--- src/common/audioRom_params.svh ---
/*
 * Sizing macros for the audio ROM reader:
 * page size, page and column widths, status busy bit
 */
`default_nettype none

`ifndef AUDIOROM_PARAMS_SVH
`define AUDIOROM_PARAMS_SVH

// data bytes read per flash page
`define AR_PAGE_BYTES 2048

// page (row) address width
`define AR_PAGE_WIDTH 16

// column byte counter, counts up to AR_PAGE_BYTES
`define AR_COL_WIDTH 12

// OIP bit in status register 0xC0
`define AR_BUSY_BIT 0

`endif

`default_nettype wire

--- src/common/audioRomPkg.sv ---
/*
 * Shared types for the audio ROM reader:
 * sequencer states, SPI NAND opcodes,
 * byte exchange request and sample output structs
 */
`default_nettype none

package audioRomPkg;

	// sequencer states
	typedef enum logic [2:0] {
		stIdle,
		stPageCmd,		// page read 0x13 into the cache
		stPollCmd,		// get feature 0xC0
		stPollCheck,
		stReadCmd,		// read from cache header
		stReadData,		// page data bytes
		stGap			// CS high recovery
	} seqState_t;

	// SPI NAND opcodes used by the reader
	typedef enum logic [7:0] {
		opPageRead   = 8'h13,
		opGetFeature = 8'h0F,
		opReadData   = 8'h03
	} flashOp_t;

	// one byte exchange request to the SPI engine
	typedef struct packed {
		logic       start;		// one cycle strobe
		logic [7:0] txByte;
	} spiReq_t;

	// audio sample output
	typedef struct packed {
		logic        valid;		// one cycle strobe
		logic [15:0] data;
	} sample_t;

endpackage

`default_nettype wire

--- src/design/spiByteEngine.sv ---
/*
 * SPI mode 0 byte engine, SCLK at half of iCLK.
 * One byte out and one byte in per start strobe, MSB first.
 */
`timescale 1ns/1ns
`default_nettype none

module spiByteEngine
	import audioRomPkg::*;
(
	input  wire     iCLK,
	input  wire     iRST,
	input  wire spiReq_t iReq,
	input  wire     iMiso,
	output logic    oSclk,
	output logic    oMosi,
	output logic    oDone,
	output logic [7:0] oRd
);

	logic       busyR;
	logic       sclkR;
	logic       doneR;
	logic [2:0] bitCntR;		// rising edges seen minus one
	logic [7:0] shR;			// transmit shifter
	logic [7:0] rxR;
	logic [7:0] rdR;
	logic       rise;
	logic       fall;
	logic       lastRise;

	// first rise comes with the start strobe itself
	assign rise     = busyR ? ~sclkR : iReq.start;
	assign fall     = busyR & sclkR;
	assign lastRise = busyR & ~sclkR & (bitCntR == 3'd6);

	always_ff @(posedge iCLK)
	begin
		if (iRST)
		begin
			busyR   <= 1'b0;
			sclkR   <= 1'b0;
			doneR   <= 1'b0;
			bitCntR <= 3'd0;
		end
		else
		begin
			doneR <= lastRise;		// byte complete on eighth rise
			if (rise)
			begin
				sclkR   <= 1'b1;
				busyR   <= 1'b1;
				bitCntR <= busyR ? bitCntR + 3'd1 : 3'd0;
			end
			else if (fall)
			begin
				sclkR <= 1'b0;
				if (bitCntR == 3'd7)
					busyR <= 1'b0;
			end
		end
	end

	//------------------------------------------------------------
	// data shifters
	//------------------------------------------------------------
	always_ff @(posedge iCLK)
	begin
		if (rise)
			rxR <= {rxR[6:0], iMiso};		// sample on rising SCLK
		if (lastRise)
			rdR <= {rxR[6:0], iMiso};
		if (!busyR && iReq.start)
			shR <= iReq.txByte;
		else if (fall)
			shR <= {shR[6:0], 1'b0};		// next bit on falling SCLK
	end

	// while idle MOSI already shows the pending request's msb
	assign oMosi = busyR ? shR[7] : iReq.txByte[7];
	assign oSclk = sclkR;
	assign oDone = doneR;
	assign oRd   = rdR;

endmodule

`default_nettype wire

--- src/design/pageCursor.sv ---
/*
 * Page cursor.
 * Current page, column byte count, last byte and last page flags.
 */
`timescale 1ns/1ns
`include "audioRom_params.svh"
`default_nettype none

module pageCursor (
	input  wire                       iCLK,
	input  wire                       iRST,
	input  wire                       iLoad,
	input  wire                       iNextPage,
	input  wire                       iByteStep,
	input  wire  [`AR_PAGE_WIDTH-1:0] iStartPage,
	input  wire  [`AR_PAGE_WIDTH-1:0] iEndPage,
	output logic [`AR_PAGE_WIDTH-1:0] oPage,
	output logic                      oLastByte,
	output logic                      oLastPage
);

	logic [`AR_PAGE_WIDTH-1:0] pageR;
	logic [`AR_COL_WIDTH-1:0]  colR;		// data bytes already read in page

	always_ff @(posedge iCLK)
	begin
		if (iRST)
		begin
			pageR <= '0;
			colR  <= '0;
		end
		else if (iLoad)
		begin
			pageR <= iStartPage;
			colR  <= '0;
		end
		else if (iNextPage)
		begin
			pageR <= pageR + 1'b1;
			colR  <= '0;
		end
		else if (iByteStep)
			colR <= colR + 1'b1;
	end

	assign oPage     = pageR;
	assign oLastByte = (colR == `AR_COL_WIDTH'(`AR_PAGE_BYTES - 1));
	assign oLastPage = (pageR == iEndPage);

endmodule

`default_nettype wire

--- src/design/sampleAssembler.sv ---
/*
 * Sample assembler.
 * Little-endian byte pairs to 16-bit samples with a valid strobe.
 */
`timescale 1ns/1ns
`default_nettype none

module sampleAssembler
	import audioRomPkg::*;
(
	input  wire        iCLK,
	input  wire        iRST,
	input  wire        iDataPhase,
	input  wire        iByteDone,
	input  wire  [7:0] iByte,
	output sample_t    oSample
);

	logic        hiNextR;		// next data byte is the high byte
	logic        validR;
	logic [7:0]  lowR;
	logic [15:0] dataR;

	always_ff @(posedge iCLK)
	begin
		if (iRST)
		begin
			hiNextR <= 1'b0;
			validR  <= 1'b0;
		end
		else
		begin
			validR <= iDataPhase & iByteDone & hiNextR;
			if (!iDataPhase)
				hiNextR <= 1'b0;	// every page starts on a low byte
			else if (iByteDone)
				hiNextR <= ~hiNextR;
		end
	end

	always_ff @(posedge iCLK)
	begin
		if (iByteDone && !hiNextR)
			lowR <= iByte;
		if (iByteDone && hiNextR)
			dataR <= {iByte, lowR};
	end

	assign oSample.valid = validR;
	assign oSample.data  = dataR;

endmodule

`default_nettype wire

--- src/audioRomReader/audioRomReadSequence.sv ---
/*
 * SPI NAND read sequencer FSM.
 * Page read, busy poll, read data, page stepping and cycle wrap.
 */
`timescale 1ns/1ns
`include "audioRom_params.svh"
`default_nettype none

module audioRomReadSequence
	import audioRomPkg::*;
(
	input  wire                      iCLK,
	input  wire                      iRST,
	input  wire                      iEnable,
	input  wire                      iCycle,
	input  wire                      iSpiDone,
	input  wire [7:0]                iSpiRd,
	input  wire [`AR_PAGE_WIDTH-1:0] iPage,
	input  wire                      iLastByte,
	input  wire                      iLastPage,
	output spiReq_t                  oSpiReq,
	output logic                     oCsN,
	output logic                     oLoad,
	output logic                     oNextPage,
	output logic                     oByteStep,
	output logic                     oDataPhase,
	output logic                     oDone,
	output logic                     oBusy
);

	localparam logic [7:0] lpStatusAdr = 8'hC0;

	seqState_t   stR;
	seqState_t   gapNextR;		// command that follows the gap
	logic [2:0]  idxR;			// byte index within a command
	logic [2:0]  lastIdx;
	logic [1:0]  gapCntR;
	logic [7:0]  statusR;
	logic [15:0] pageAdr;
	spiReq_t     reqR;
	logic        csNR;
	logic        loadR;
	logic        nextPageR;
	logic        byteStepR;
	logic        doneReqR;
	logic        doneR;
	logic        waitLowR;		// holds idle after done until enable drops

	assign pageAdr = 16'(iPage);

	// byte sent at position idx of a command
	function automatic logic [7:0] cmdByte(input seqState_t st, input logic [2:0] idx,
		input logic [15:0] pg);
		logic [7:0] b;
		b = 8'h00;					// dummy, column and read slots
		case (st)
		stPageCmd:
		begin
			case (idx)
			3'd0:    b = opPageRead;
			3'd2:    b = pg[15:8];	// row address msb
			3'd3:    b = pg[7:0];
			default: b = 8'h00;
			endcase
		end
		stPollCmd:
		begin
			if (idx == 3'd0)
				b = opGetFeature;
			else if (idx == 3'd1)
				b = lpStatusAdr;
		end
		stReadCmd:
		begin
			if (idx == 3'd0)
				b = opReadData;
		end
		default: b = 8'h00;
		endcase
		return b;
	endfunction

	always_comb
	begin
		case (stR)
		stPollCmd: lastIdx = 3'd2;	// opcode, address, status
		default:   lastIdx = 3'd3;
		endcase
	end

	//------------------------------------------------------------
	// command sequencing
	//------------------------------------------------------------
	always_ff @(posedge iCLK)
	begin
		if (iRST)
		begin
			stR       <= stIdle;
			gapNextR  <= stPageCmd;
			idxR      <= 3'd0;
			gapCntR   <= 2'd0;
			reqR      <= '0;
			csNR      <= 1'b1;
			loadR     <= 1'b0;
			nextPageR <= 1'b0;
			byteStepR <= 1'b0;
			doneReqR  <= 1'b0;
			doneR     <= 1'b0;
			waitLowR  <= 1'b0;
		end
		else
		begin
			reqR.start <= 1'b0;
			loadR      <= 1'b0;
			nextPageR  <= 1'b0;
			byteStepR  <= 1'b0;
			doneReqR   <= 1'b0;
			doneR      <= doneReqR;		// lands one cycle after last sample
			case (stR)
			stIdle:
			begin
				csNR <= 1'b1;
				if (iEnable && !waitLowR)
				begin
					loadR    <= 1'b1;
					gapNextR <= stPageCmd;
					gapCntR  <= 2'd0;
					stR      <= stGap;
				end
			end
			stGap:
			begin
				gapCntR <= gapCntR + 2'd1;
				if (gapCntR == 2'd3)
				begin
					csNR        <= 1'b0;
					idxR        <= 3'd0;
					reqR.start  <= 1'b1;
					reqR.txByte <= cmdByte(gapNextR, 3'd0, pageAdr);
					stR         <= gapNextR;
				end
			end
			stPageCmd, stPollCmd, stReadCmd:
			begin
				if (iSpiDone && idxR != lastIdx)
				begin
					idxR        <= idxR + 3'd1;
					reqR.start  <= 1'b1;
					reqR.txByte <= cmdByte(stR, idxR + 3'd1, pageAdr);
				end
				else if (iSpiDone)
				begin
					gapCntR <= 2'd0;
					if (stR == stPageCmd)
					begin
						csNR     <= 1'b1;
						gapNextR <= stPollCmd;
						stR      <= stGap;
					end
					else if (stR == stPollCmd)
					begin
						csNR <= 1'b1;
						stR  <= stPollCheck;
					end
					else
					begin
						reqR.start  <= 1'b1;	// first data byte, CS stays low
						reqR.txByte <= 8'h00;
						stR         <= stReadData;
					end
				end
			end
			stPollCheck:
			begin
				gapNextR <= statusR[`AR_BUSY_BIT] ? stPollCmd : stReadCmd;
				gapCntR  <= 2'd0;
				stR      <= stGap;
			end
			stReadData:
			begin
				if (iSpiDone && !iLastByte)
				begin
					byteStepR   <= 1'b1;
					reqR.start  <= 1'b1;
					reqR.txByte <= 8'h00;
				end
				else if (iSpiDone)
				begin
					csNR    <= 1'b1;
					gapCntR <= 2'd0;
					if (iLastPage && !iCycle)
					begin
						doneReqR <= 1'b1;
						waitLowR <= 1'b1;
						stR      <= stIdle;
					end
					else if (!iEnable)
						stR <= stIdle;			// stop at page boundary
					else
					begin
						loadR     <= iLastPage;	// wrap in cycle mode
						nextPageR <= !iLastPage;
						gapNextR  <= stPageCmd;
						stR       <= stGap;
					end
				end
			end
			default: stR <= stIdle;
			endcase
			if (!iEnable)
				waitLowR <= 1'b0;
		end
	end

	// status byte of the poll
	always_ff @(posedge iCLK)
	begin
		if (stR == stPollCmd && iSpiDone && idxR == lastIdx)
			statusR <= iSpiRd;
	end

	assign oSpiReq    = reqR;
	assign oCsN       = csNR;
	assign oLoad      = loadR;
	assign oNextPage  = nextPageR;
	assign oByteStep  = byteStepR;
	assign oDataPhase = (stR == stReadData);
	assign oDone      = doneR;
	assign oBusy      = (stR != stIdle);

endmodule

`default_nettype wire

--- src/audioRomReader/audioRomReader.sv ---
/*
 * Audio ROM reader top level.
 * Command sequencer, SPI byte engine, page cursor and sample assembler.
 */
`timescale 1ns/1ns
`include "audioRom_params.svh"
`default_nettype none

module audioRomReader
	import audioRomPkg::*;
(
	input  wire                      iCLK,
	input  wire                      iRST,
	input  wire                      iEnable,
	input  wire                      iCycle,
	input  wire [`AR_PAGE_WIDTH-1:0] iStartPage,
	input  wire [`AR_PAGE_WIDTH-1:0] iEndPage,
	input  wire                      iMiso,
	output logic                     oSclk,
	output logic                     oMosi,
	output logic                     oCsN,
	output sample_t                  oSample,
	output logic                     oDone,
	output logic                     oBusy
);

	spiReq_t                   spiReq;
	logic                      spiDone;
	logic [7:0]                spiRd;
	logic [`AR_PAGE_WIDTH-1:0] page;
	logic                      lastByte;
	logic                      lastPage;
	logic                      load;
	logic                      nextPage;
	logic                      byteStep;
	logic                      dataPhase;

	audioRomReadSequence audioRomReadSequence_inst (
		.iCLK       (iCLK),
		.iRST       (iRST),
		.iEnable    (iEnable),
		.iCycle     (iCycle),
		.iSpiDone   (spiDone),
		.iSpiRd     (spiRd),
		.iPage      (page),
		.iLastByte  (lastByte),
		.iLastPage  (lastPage),
		.oSpiReq    (spiReq),
		.oCsN       (oCsN),
		.oLoad      (load),
		.oNextPage  (nextPage),
		.oByteStep  (byteStep),
		.oDataPhase (dataPhase),
		.oDone      (oDone),
		.oBusy      (oBusy)
	);

	spiByteEngine spiByteEngine_inst (
		.iCLK  (iCLK),
		.iRST  (iRST),
		.iReq  (spiReq),
		.iMiso (iMiso),
		.oSclk (oSclk),
		.oMosi (oMosi),
		.oDone (spiDone),
		.oRd   (spiRd)
	);

	pageCursor pageCursor_inst (
		.iCLK       (iCLK),
		.iRST       (iRST),
		.iLoad      (load),
		.iNextPage  (nextPage),
		.iByteStep  (byteStep),
		.iStartPage (iStartPage),
		.iEndPage   (iEndPage),
		.oPage      (page),
		.oLastByte  (lastByte),
		.oLastPage  (lastPage)
	);

	sampleAssembler sampleAssembler_inst (
		.iCLK       (iCLK),
		.iRST       (iRST),
		.iDataPhase (dataPhase),
		.iByteDone  (spiDone),
		.iByte      (spiRd),
		.oSample    (oSample)
	);

endmodule

`default_nettype wire

--- config.mk ---
export PLATFORM = sky130hd
export DESIGN_NAME = audioRomReader
export DESIGN_NICKNAME = d
export VERILOG_FILES = /design/src/common/audioRomPkg.sv /design/src/design/spiByteEngine.sv /design/src/design/pageCursor.sv /design/src/design/sampleAssembler.sv /design/src/audioRomReader/audioRomReadSequence.sv /design/src/audioRomReader/audioRomReader.sv
export VERILOG_INCLUDE_DIRS = /design/src /design/src/common
export SDC_FILE = /design/constraint.sdc
export NUM_CORES = 1
export LEC_CHECK = 0
export BUFFER_PORTS_ARGS = -buffer_cell sky130_fd_sc_hd__buf_2
export CAP_MARGIN = 5
export CORE_MARGIN = 8
export CORE_UTILIZATION = 35
export DETAILED_ROUTE_END_ITERATION = 7
export HOLD_SLACK_MARGIN = 0.08
export PLACE_DENSITY = 0.59
export SYNTH_ARGS = -nofsm -noshare
export SYNTH_HDL_FRONTEND = slang
export SYNTH_SLANG_ARGS = --single-unit
--- constraint.sdc ---
create_clock -name iCLK -period 2.15 [get_ports iCLK]
set_clock_uncertainty 0.2 [all_clocks]
set_input_delay 0.43 -clock iCLK [delete_from_list [all_inputs] [get_ports iCLK]]
set_output_delay 0.43 -clock iCLK [all_outputs]
set_load 0.03 [all_outputs]
# Word level (Yosys, flattened, before mapping)
# Cells that the tools add are included.
# word_totals
in_bits,37
output_inout_bits,22
word_cells,189
register_bits,111
# classes
reduce_logical,41
bitwise_logic,11
add_sub_neg,5
mux,71
n_eq_ne,34
# ops
op,n
$mux 3,22
$mux 9,6
$pmux 8 s3,2
$mux 16,2
$mux 8,4
$pmux 9 s3,1
$mux 1,22
$eq 3x3->1 const B,6
$add 16x1->16 const B,1
$eq 16x16->1,1
$eq 3x2->1 const B,5
$pmux 3 s5,1
$pmux 5 s3,1
$add 12x1->12 const B,1
$eq 12x11->1 const B,1
$ne 2x2->1 const B,6
$pmux 3 s4,1
$reduce_and 6->1,2
$mux 2,5
$ne 2x1->1 const B,5
$pmux 2 s5,1
$reduce_bool 2->1,5
$eq 3x1->1 const B,3
$logic_and 1x1->1,9
other kinds (26),49

# Logic depth before layout (Yosys ltp)
# Gate-level depths: netlist of run 1.
# depth
ltp_word,7
ltp_mapped,8
ltp_nobuf,7

# Modules after synthesis
# A second synthesis of run 1 with hierarchy kept.
# hier_totals
cells_unflattened,513
hier_area_um2,5403.9
# modules_own_cells
mod,seq_area_each_um2,n_inst,area_each_um2,cells_each
audioRomReadSequence,570.5,1,1881.8,217
pageCursor,560.5,1,1586.5,185
spiByteEngine,810.8,1,1121.1,79
sampleAssembler,760.7,1,814.5,32

# Least setup slack after synthesis of run 1
# No wires, ideal clock.
# synth_path
path_type,reg2reg
startpoint,register audioRomReadSequence_inst.idxR[0]
endpoint,"register audioRomReadSequence_inst.reqR, in the netlist audioRomReadSequence_inst.oSpiReq[4]"
arrival_time_ns,1.989
required_ns,1.822
path_slack_ns,-0.166
path_stages_with_launch,9
setup_time_ns,0.128
synth_period_minus_slack_ns,2.316
n_path_buf,2
path_cell_list,dfxtp_1 > buf_2 > inv_1 > ha_1 > clkbuf_1 > o311ai_0 > a211oi_4 > a221oi_2 > nor2_1
# synth_between
elab_chain_cells,6
word_cells_on_any_way,15
classes_between,add/sub (1); eq/ne (6); mux (5); reduce/logical (3)
# synth_rtl
item,line,rtl
from (decl),audioRomReadSequence.sv:35,logic [2:0] idxR;
from (signal assigned),audioRomReadSequence.sv:147,idxR <= idxR + 3'd1;
$add 3x1->3,audioRomReadSequence.sv:149,"reqR.txByte <= cmdByte(stR, idxR + 3'd1, pageAdr);"
$eq 3x2->1 or $logic_not 3->1 (tied branches),"audioRomReadSequence.sv:59, audioRomReadSequence.sv:68",
$pmux 8 s3 or $mux 8 (tied branches),"audioRomReadSequence.sv:59, audioRomReadSequence.sv:68",
$pmux 8 s3,audioRomReadSequence.sv:56,case (st)
$mux 9,audioRomReadSequence.sv:145,if (iSpiDone && idxR != lastIdx)
$pmux 9 s3,audioRomReadSequence.sv:119,case (stR)
to (decl),audioRomReadSequence.sv:40,spiReq_t reqR;
# Parallel ways exist; a longest one is shown, timed or not.
# A chain may end at the register's enable or synchronous reset.

# Worst setup path after layout of run 1
# layout_path
startpoint,register audioRomReadSequence_inst.stR[1]
endpoint,output port oBusy
# layout_between
elab_chain_cells,1
# layout_rtl
item,line,rtl
from (decl),audioRomReadSequence.sv:33,seqState_t stR;
from (signal assigned),audioRomReadSequence.sv:98,stR <= stIdle;
from (signal assigned),audioRomReadSequence.sv:128,stR <= stGap;
from (signal assigned),audioRomReadSequence.sv:140,stR <= gapNextR;
$reduce_bool 3->1,audioRomReadSequence.sv:229,assign oBusy = (stR != stIdle);
to (decl),audioRomReader.sv:24,output logic oBusy
# No other way between the ends.

==> summary.md, run 1 <==
| Metric | Value |
|---|---|
| Clock latency on the worst-skew pair | 0.36 ns |
| Net count, final | 629 |
| Maximum Capacitance Violations | 0 |
| RSZ-0062 raised after global routing | no |
| Worst setup slack for register-to-register paths | 0.14 ns |
| Vias/cell | between 5 and 6 |
| Detailed Place HPWL | 8740 um |
| Clk pin slew, worst setup/hold paths | ~0.080 ns |
| Pre-CTS setup slack | -0.0196 ns |
| Total overflow reported by the global router | 0 |
| Total power | about 0.0056 W |
| Count of pins over their slew limit | 0 |
| Top achievable clock speed | ~0.48 GHz |
| Critical path endpoint category | output port |
| Leakage power of the design | approximately 2.3 nW |
| Top_reg_cell synth | sky130_fd_sc_hd__dfxtp_1 |
| Most frequent cells in the layout | sky130_fd_sc_hd__nor2_1, sky130_fd_sc_hd__buf_2, sky130_fd_sc_hd__dfxtp_1 |
| PwrDens | a little under 900 nW/um2 |
| Core Footprint | 14,900 um2 |
| Sink count of the clock tree | approximately 110 |
| P_int | about 0.0038 W |
| Ports | 59 |
| Register bit total from synthesis | roughly 110 |
| Initial antenna violation count | 0 |
| Clk pwr share | 31.2% |
| Post-detailed-route count of antenna-violating nets | 0 |
| Headroom to the max-slew limit | about two thirds |
| Clock tree from TritonCTS | done |
| Worst Setup SP | audioRomReadSequence_inst.stR[1]$_SDFFE_PP0P_ |
| Overall global routing resource usage | 12.7% |
| Post-synth design cell area | around 5300 um2 |
| Worst Hold End | pageCursor_inst.oPage[2]$_SDFFE_PP0P_ |
| Most common cell after layout, fill and taps aside | sky130_fd_sc_hd__nor2_1 |
| Hold path depth | 3 |
| Fraction of registers with async set/reset | 0% |
| Measured slew at the worst slew-check pin | approximately 0.50 ns |
| Site Rows | 45 |
| Register share of total power | between 40% and 50% |
| Number of CTS-inserted buffers | 9 |
| Per-cell routed wire length | 15.3 um |
| Average footprint of a synthesized cell | 10.5 um2 |
| Aggregate negative setup slack | 0 ns |
| Peak VDD IR | approximately 0.00038 V |
| Worst path arrival time | 1.44 ns |
| Worst min path class | input port to flip-flop |
| Switching component of the power | ~0.0018 W |
| Combinational share of power | between 20% and 30% |
| GP Congestion | 0.881 |
| Final critical-path share of the clock period | approximately 96% |
| Final antenna diode count | 0 |
| Count of buffers inserted at the top-level ports | 58 |
| Bufs on Longest Clock Path | 2 |
| Drt first pass iters | 4 |
| Type of origin of the critical path | flip-flop |
| Post-Synthesis Net Count | between 500 and 600 |
| Endpoint of the most critical register-to-register path | audioRomReadSequence_inst.gapNextR[2]$_SDFFE_PP0P_ |
| Share of Yosys cell area claimed by the top area cell type | 27.4% |
| Number of cell instances on the worst register-to-register path | 7 |
| Crit Path Class | flip-flop to output port |
| CTS H-tree depth | 3 |
| Setup violations, final | 0 |
| Final-layout fill cell count | about 1,400 |
| Min Tclk post-route | 2.07 ns |
| Sequential-to-total area share from yosys stat | 51.4% |
| Global-route wire length before repair | ~20,000 um |
| Count of cell types in the netlist | 68 |
| Count of flip-flops with a built-in enable after synthesis | 48 |
| Height of the die | 139 um |
| Net switching fraction of the power | 32.5% |
| WP data required | about 1.5 ns |
| Run status | complete, no violations |
| Starting utilization of the core area | approximately a third |
| DRT Wirelength | about 12,000 um |
| Via count | between 3,000 and 4,000 |
| Largest cells by area after synthesis | sky130_fd_sc_hd__edfxtp_1, sky130_fd_sc_hd__dfxtp_1, sky130_fd_sc_hd__xnor2_1 |
| Chip width | 139 um |
| Worst setup slack after layout | ~0.080 ns |
| Number of instances in the synthesized netlist | between 500 and 600 |
| Area enclosed by the die boundary | 19,200 um2 |
| First-iteration detailed-routing DRC count | between 100 and 150 |
| Share of final-layout standard cells stronger than drive strength 1 | 27.0% |
| Pin count of the biggest net entering global routing | just over 40 |
| Endpoints failing hold | 0 |
| DRC Markers | 0 |
| Number of global-route vias before repair | just over 4,000 |
| Root buffer selected by CTS | sky130_fd_sc_hd__clkbuf_16 |
| Critical Path Fanout Max | 11 |
| Start of the worst register-to-register path | audioRomReadSequence_inst.stR[1]$_SDFFE_PP0P_ |
| Critical hold path startpoint | iStartPage[2] |
| Area delta synth->final | 20.8% |
| Synthesis warning total | 0 |
| Dominant cell type by area after synthesis | sky130_fd_sc_hd__edfxtp_1 |
[worst max-delay path: stages (launching register included)]
cell                      delay (ns)
sky130_fd_sc_hd__dfxtp_2        0.33
sky130_fd_sc_hd__buf_6          0.14
sky130_fd_sc_hd__or3_4          0.44
sky130_fd_sc_hd__buf_6          0.17
[cell usage after synthesis, types with 6 or more instances]
| cell | instances |
|---|---|
| sky130_fd_sc_hd__nor2_1 | 61 |
| sky130_fd_sc_hd__clkbuf_1 | 20 |
| sky130_fd_sc_hd__edfxtp_1 | 48 |
| sky130_fd_sc_hd__mux2_2 | 9 |
| sky130_fd_sc_hd__a31oi_1 | 7 |
| sky130_fd_sc_hd__dfxtp_1 | 63 |
| sky130_fd_sc_hd__ha_1 | 11 |
| sky130_fd_sc_hd__nor3_1 | 11 |
| sky130_fd_sc_hd__mux2i_1 | 10 |
| sky130_fd_sc_hd__xnor2_1 | 31 |
| sky130_fd_sc_hd__nor2b_1 | 6 |
| sky130_fd_sc_hd__inv_1 | 11 |
| sky130_fd_sc_hd__nand4_1 | 15 |
| sky130_fd_sc_hd__nand3_1 | 9 |
| sky130_fd_sc_hd__a21oi_1 | 24 |
| sky130_fd_sc_hd__nand2_1 | 32 |
| sky130_fd_sc_hd__o21ai_0 | 16 |
| sky130_fd_sc_hd__xor2_1 | 15 |
[power groups by stage]
stage / registers (W) / clock network [W] / logic (W)
final: 0.00250 / 0.00175 / 0.00136
after global routing: 0.00252 / 0.00188 / 0.00150
after CTS: 0.00249 / 0.00181 / 0.00136
after detailed placement: 0.00249 / 0 / 0.00135
after global placement: 0.00249 / 0 / 0.00134
after floorplan: 0.00243 / 0 / 0.00101
[per-layer routing]
layer / vias to the layer above / routed length, um / track usage, %
met1: 1841 / 5700 / 15.9
li1: 1968 / - / -
met3: 13 / 611 / 4.14
met2: 85 / 5390 / 20.2
met5: - / 0 / 0
met4: 0 / 159 / 3.78
[flip-flops by register name, summed over array words and instances, names as in the netlist, 2 cells and up]
name	cells
audioRomReadSequence_inst.oSpiReq	9
audioRomReadSequence_inst.gapNextR	3
audioRomReadSequence_inst.stR	3
spiByteEngine_inst.rxR	7
audioRomReadSequence_inst.idxR	3
spiByteEngine_inst.shR	8
pageCursor_inst.colR	12
spiByteEngine_inst.bitCntR	3
pageCursor_inst.oPage	16
spiByteEngine_inst.oRd	8
audioRomReadSequence_inst.gapCntR	2
sampleAssembler_inst.lowR	8
sampleAssembler_inst.dataR	16
[metrics by stage]
| stage | utilization, % | instance area (um2) | hold WS [ns] | cells |
|---|---|---|---|---|
| 6_report | 42.6 | 6360 | 0.0944 | 774 |
| 5_1_grt | 42.6 | 6360 | 0.0902 | 774 |
| 3_3_place_gp | 39.9 | 5950 | 0.203 | 758 |
| 4_1_cts | 42.2 | 6300 | 0.0851 | 775 |
| 3_5_place_dp | 39.9 | 5950 | 0.205 | 758 |
| 2_1_floorplan | - | 5260 | 0.200 | 501 |
[cell type report]
type	instances	area, um2	area share (%)
clock inverter	7	88.8	1.40
sequential	111	2720	42.8
inverter	13	52.6	0.827
multi-input combinational	346	2410	38.0
timing repair buffer	100	621	9.76
tap	188	235	3.70
clock buffer	9	225	3.54
[kinds of logic (layout without fill, tap and decap cells)]
logic type,Yosys count,in the layout,synth area share [%]
DFF,111,111,51.4
adders and majority gates,11,11,2.62
xor gates and xnor gates,46,46,7.66
muxes,19,19,3.83
AOI/OAI and AO/OA,91,91,12.9
buffers and inverters,44,129,3.85
and+or+nand+nor,179,179,17.7
[worst max-delay path by stage]
stage	end
floorplan	audioRomReadSequence_inst.oSpiReq[4]$_SDFFE_PP0P_
global placement	audioRomReadSequence_inst.oLoad$_SDFF_PP0_
detailed placement	audioRomReadSequence_inst.stR[1]$_SDFFE_PP0P_
CTS	oBusy
global route	audioRomReadSequence_inst.oLoad$_SDFF_PP0_
finish	oBusy
[timing repair]
item | 4_1_cts | 5_1_grt
endpoints found under the hold margin | 3 | 0
setup buffers | 1 | 0
setup endpoints to repair | 1 | 18
resized for setup | 10 | 16
hold buffers | 2 | 0
pin swaps | 0 | 2
No activity file was read; power rests on OpenSTA's default activity.
==> inputs of run 2 (changes only) <==
- CORE_MARGIN: 8 -> default
==> run 2 against run 1 <==
Via count increased by 1.5%. Global-route usage increased by 3.0 points. Total power increased by 1.6%. Final cell count increased by 0.78%. Sequential cell count unchanged. Clock-buffer cell count unchanged. Sequential power decreased by 2%. Largest power group unchanged. Utilization increased by 1.5 points.
==> summary.md, run 2 (synthesis gave the netlist of run 1 again) <==
| Metric | Value |
|---|---|
| Pin count of the biggest net entering global routing | 32 |
| Most common cell after layout, fill and taps aside | sky130_fd_sc_hd__nor2_1 |
| Family of cells with the greatest summed delay on the critical path | buffers and inverters |
| CTS H-tree depth | 3 |
| Headroom to the max-slew limit | between 60% and 70% |
| Clock tree from TritonCTS | done |
| Maximum Capacitance Violations | 0 |
| DRT Wirelength | between 10,000 and 15,000 um |
| Final antenna diode count | 0 |
| Post-detailed-route count of antenna-violating nets | 0 |
| Worst min path class | input port to flip-flop |
| Per-cell routed wire length | around 15 um |
| Number of CTS-inserted buffers | 9 |
| Count of placed standard cells including taps | ~760 |
| Chip width | approximately 120 um |
| GP Congestion | roughly 0.80 |
| Final critical-path share of the clock period | a little under 100% |
| Slowest-stage cell, CP | sky130_fd_sc_hd__or3_4 |
| Clock latency on the worst-skew pair | approximately 0.36 ns |
| Worst path arrival time | approximately 1.5 ns |
| Most frequent cells in the layout | sky130_fd_sc_hd__nor2_1, sky130_fd_sc_hd__dfxtp_1, sky130_fd_sc_hd__buf_2 |
| Core Footprint | approximately 15,000 um2 |
| Area occupied by multi-input gates | between 2000 and 2500 um2 |
| Crit-path max cell delay | about 0.39 ns |
| Drt first pass iters | 5 |
| Run status | complete, no violations |
| Height of the die | between 100 and 150 um |
| Starting utilization of the core area | 36.1% |
| Setup violations, final | 0 |
| Critical path endpoint category | output port |
| Area of all sequential standard cells | between 2000 and 3000 um2 |
| Dominant cell type by count on the critical path | sky130_fd_sc_hd__buf_6 |
| Critical Path Fanout Max | 11 |
| Leakage power of the design | approximately 2.4 nW |
| Root buffer selected by CTS | sky130_fd_sc_hd__clkbuf_16 |
| DRC Markers | 0 |
| Type of origin of the critical path | flip-flop |
| Peak VDD IR | 0.000402 V |
| First-iteration detailed-routing DRC count | roughly 200 |
| Number of global-route vias before repair | about 3,900 |
| Global-route wire length before repair | 19,400 um |
| Area delta synth->final | 22.2% |
| Final-layout fill cell count | approximately 1,400 |
| Top achievable clock speed | about 0.48 GHz |
| Sink count of the clock tree | ~110 |
| Worst Hold Margin | approximately 0.10 ns |
| Vias/cell | approximately 5.1 |
| Share of final-layout standard cells stronger than drive strength 1 | between 20% and 30% |
| Ports | between 50 and 60 |
| Crit Path Class | flip-flop to output port |
| Clk pin slew, worst setup/hold paths | ~0.08 ns |
| Via count | between 3,000 and 4,000 |
| Min Tclk post-route | 2.10 ns |
| Count of buffers inserted at the top-level ports | 58 |
| PwrDens | between 800 and 900 nW/um2 |
| Count of pins over their slew limit | 0 |
| Detailed Place HPWL | between 8000 and 9000 um |
| Initial antenna violation count | 0 |
| Site Rows | between 40 and 50 |
| Net count, final | roughly 640 |
| Final non-filler cell total | a little under 800 |
| Buffers and inverters on the worst path | 3 |
| RSZ-0062 raised after global routing | yes |
| Overall global routing resource usage | approximately 16% |
| Total overflow reported by the global router | 0 |
| Endpoints failing hold | 0 |
| Cells traversed along the worst timing path | buf_6 -> or3_4 -> buf_6 -> buf_6 |
| Measured slew at the worst slew-check pin | between 0.4 and 0.5 ns |
| Area enclosed by the die boundary | roughly 16,000 um2 |
| Bufs on Longest Clock Path | 2 |
| WP data required | around 1.5 ns |
[run 2: cell count changes in the layout (fill, tap and decap cells not counted), moves of 3 or more]
cell | previous run | this run
sky130_fd_sc_hd__dfxtp_2 | 8 | 2
sky130_fd_sc_hd__buf_4 | 39 | 46
sky130_fd_sc_hd__dfxtp_1 | 53 | 58
sky130_fd_sc_hd__buf_6 | 2 | 5
[run 2: power by group]
part / internal [W] / switching [W] / total, W
registers: 0.00231 / 0.000134 / 0.00244
clock network: 0.000841 / 0.000850 / 0.00169
logic: 0.000736 / 0.000831 / 0.00157
[run 2: cell type report]
class                           count  area share [%]
Sequential cell                   111            42.2
Clock buffer                        9            3.50
Clock inverter                      7            1.38
Inverter                           13           0.759
Multi-Input combinational cell    346            37.5
Timing Repair Buffer              110            11.0
Tap cell                          184            3.58
[run 2: worst register-to-register path, cell delays in order (launching register included)]
cell and delay (ns):
sky130_fd_sc_hd__dfxtp_4 0.38, sky130_fd_sc_hd__buf_4 0.14, sky130_fd_sc_hd__nor3b_2 0.22, sky130_fd_sc_hd__a2111oi_4 0.10, sky130_fd_sc_hd__a2111oi_4 0.43, sky130_fd_sc_hd__o21a_4 0.22, sky130_fd_sc_hd__nand2_2 0.08, sky130_fd_sc_hd__a31o_1 0.23
[run 2: stage by stage]
stage	utilization (%)	worst slack, ns	area, um2	TNS, ns	power (W)
2_1_floorplan	-	0.000271	5260	0	0.00344
3_3_place_gp	40.9	0.00885	5960	0	0.00384
3_5_place_dp	40.9	0.0127	5960	0	0.00387
4_1_cts	43.6	0.00249	6350	0	0.00569
5_1_grt	44.1	-0.000864	6430	-0.000864	0.00600
6_report	44.1	0.0466	6430	0	0.00570
[run 2: path summary, 6_finish.rpt]
| path | slack, ns | cells past startpoint | end | startpoint |
|---|---|---|---|---|
| hold reg to reg | 0.22 | 0 | sampleAssembler_inst.dataR[3]$_DFFE_PP_ | sampleAssembler_inst.lowR[3]$_DFFE_PP_ |
| setup reg to reg | 0.06 | 7 | audioRomReadSequence_inst.gapNextR[2]$_SDFFE_PP0P_ | audioRomReadSequence_inst.stR[2]$_SDFFE_PP0P_ |
| hold / removal | 0.10 | 3 | pageCursor_inst.oPage[4]$_SDFFE_PP0P_ | iStartPage[4] |
| setup / recovery | 0.05 | 4 | oBusy | audioRomReadSequence_inst.stR[0]$_SDFFE_PP0P_ |
[run 2: repair_timing]
action,in CTS,in global routing
resized for setup,12,13
cloned,0,0
endpoints found under the hold margin,3,0
pin swaps,0,4
buffers inserted,3,2
hold buffers,2,0
endpoints found under the setup margin,1,18
[run 2: layer usage]
layer	vias up	share of wire, %	routed length (um)	global-route usage [%]
met1	1882	46	5330	20.1
li1	1982	-	-	-
met5	-	0	0	0
met2	88	48	5540	25.9
met4	0	1.4	167	5.32
met3	13	4.7	548	3.61
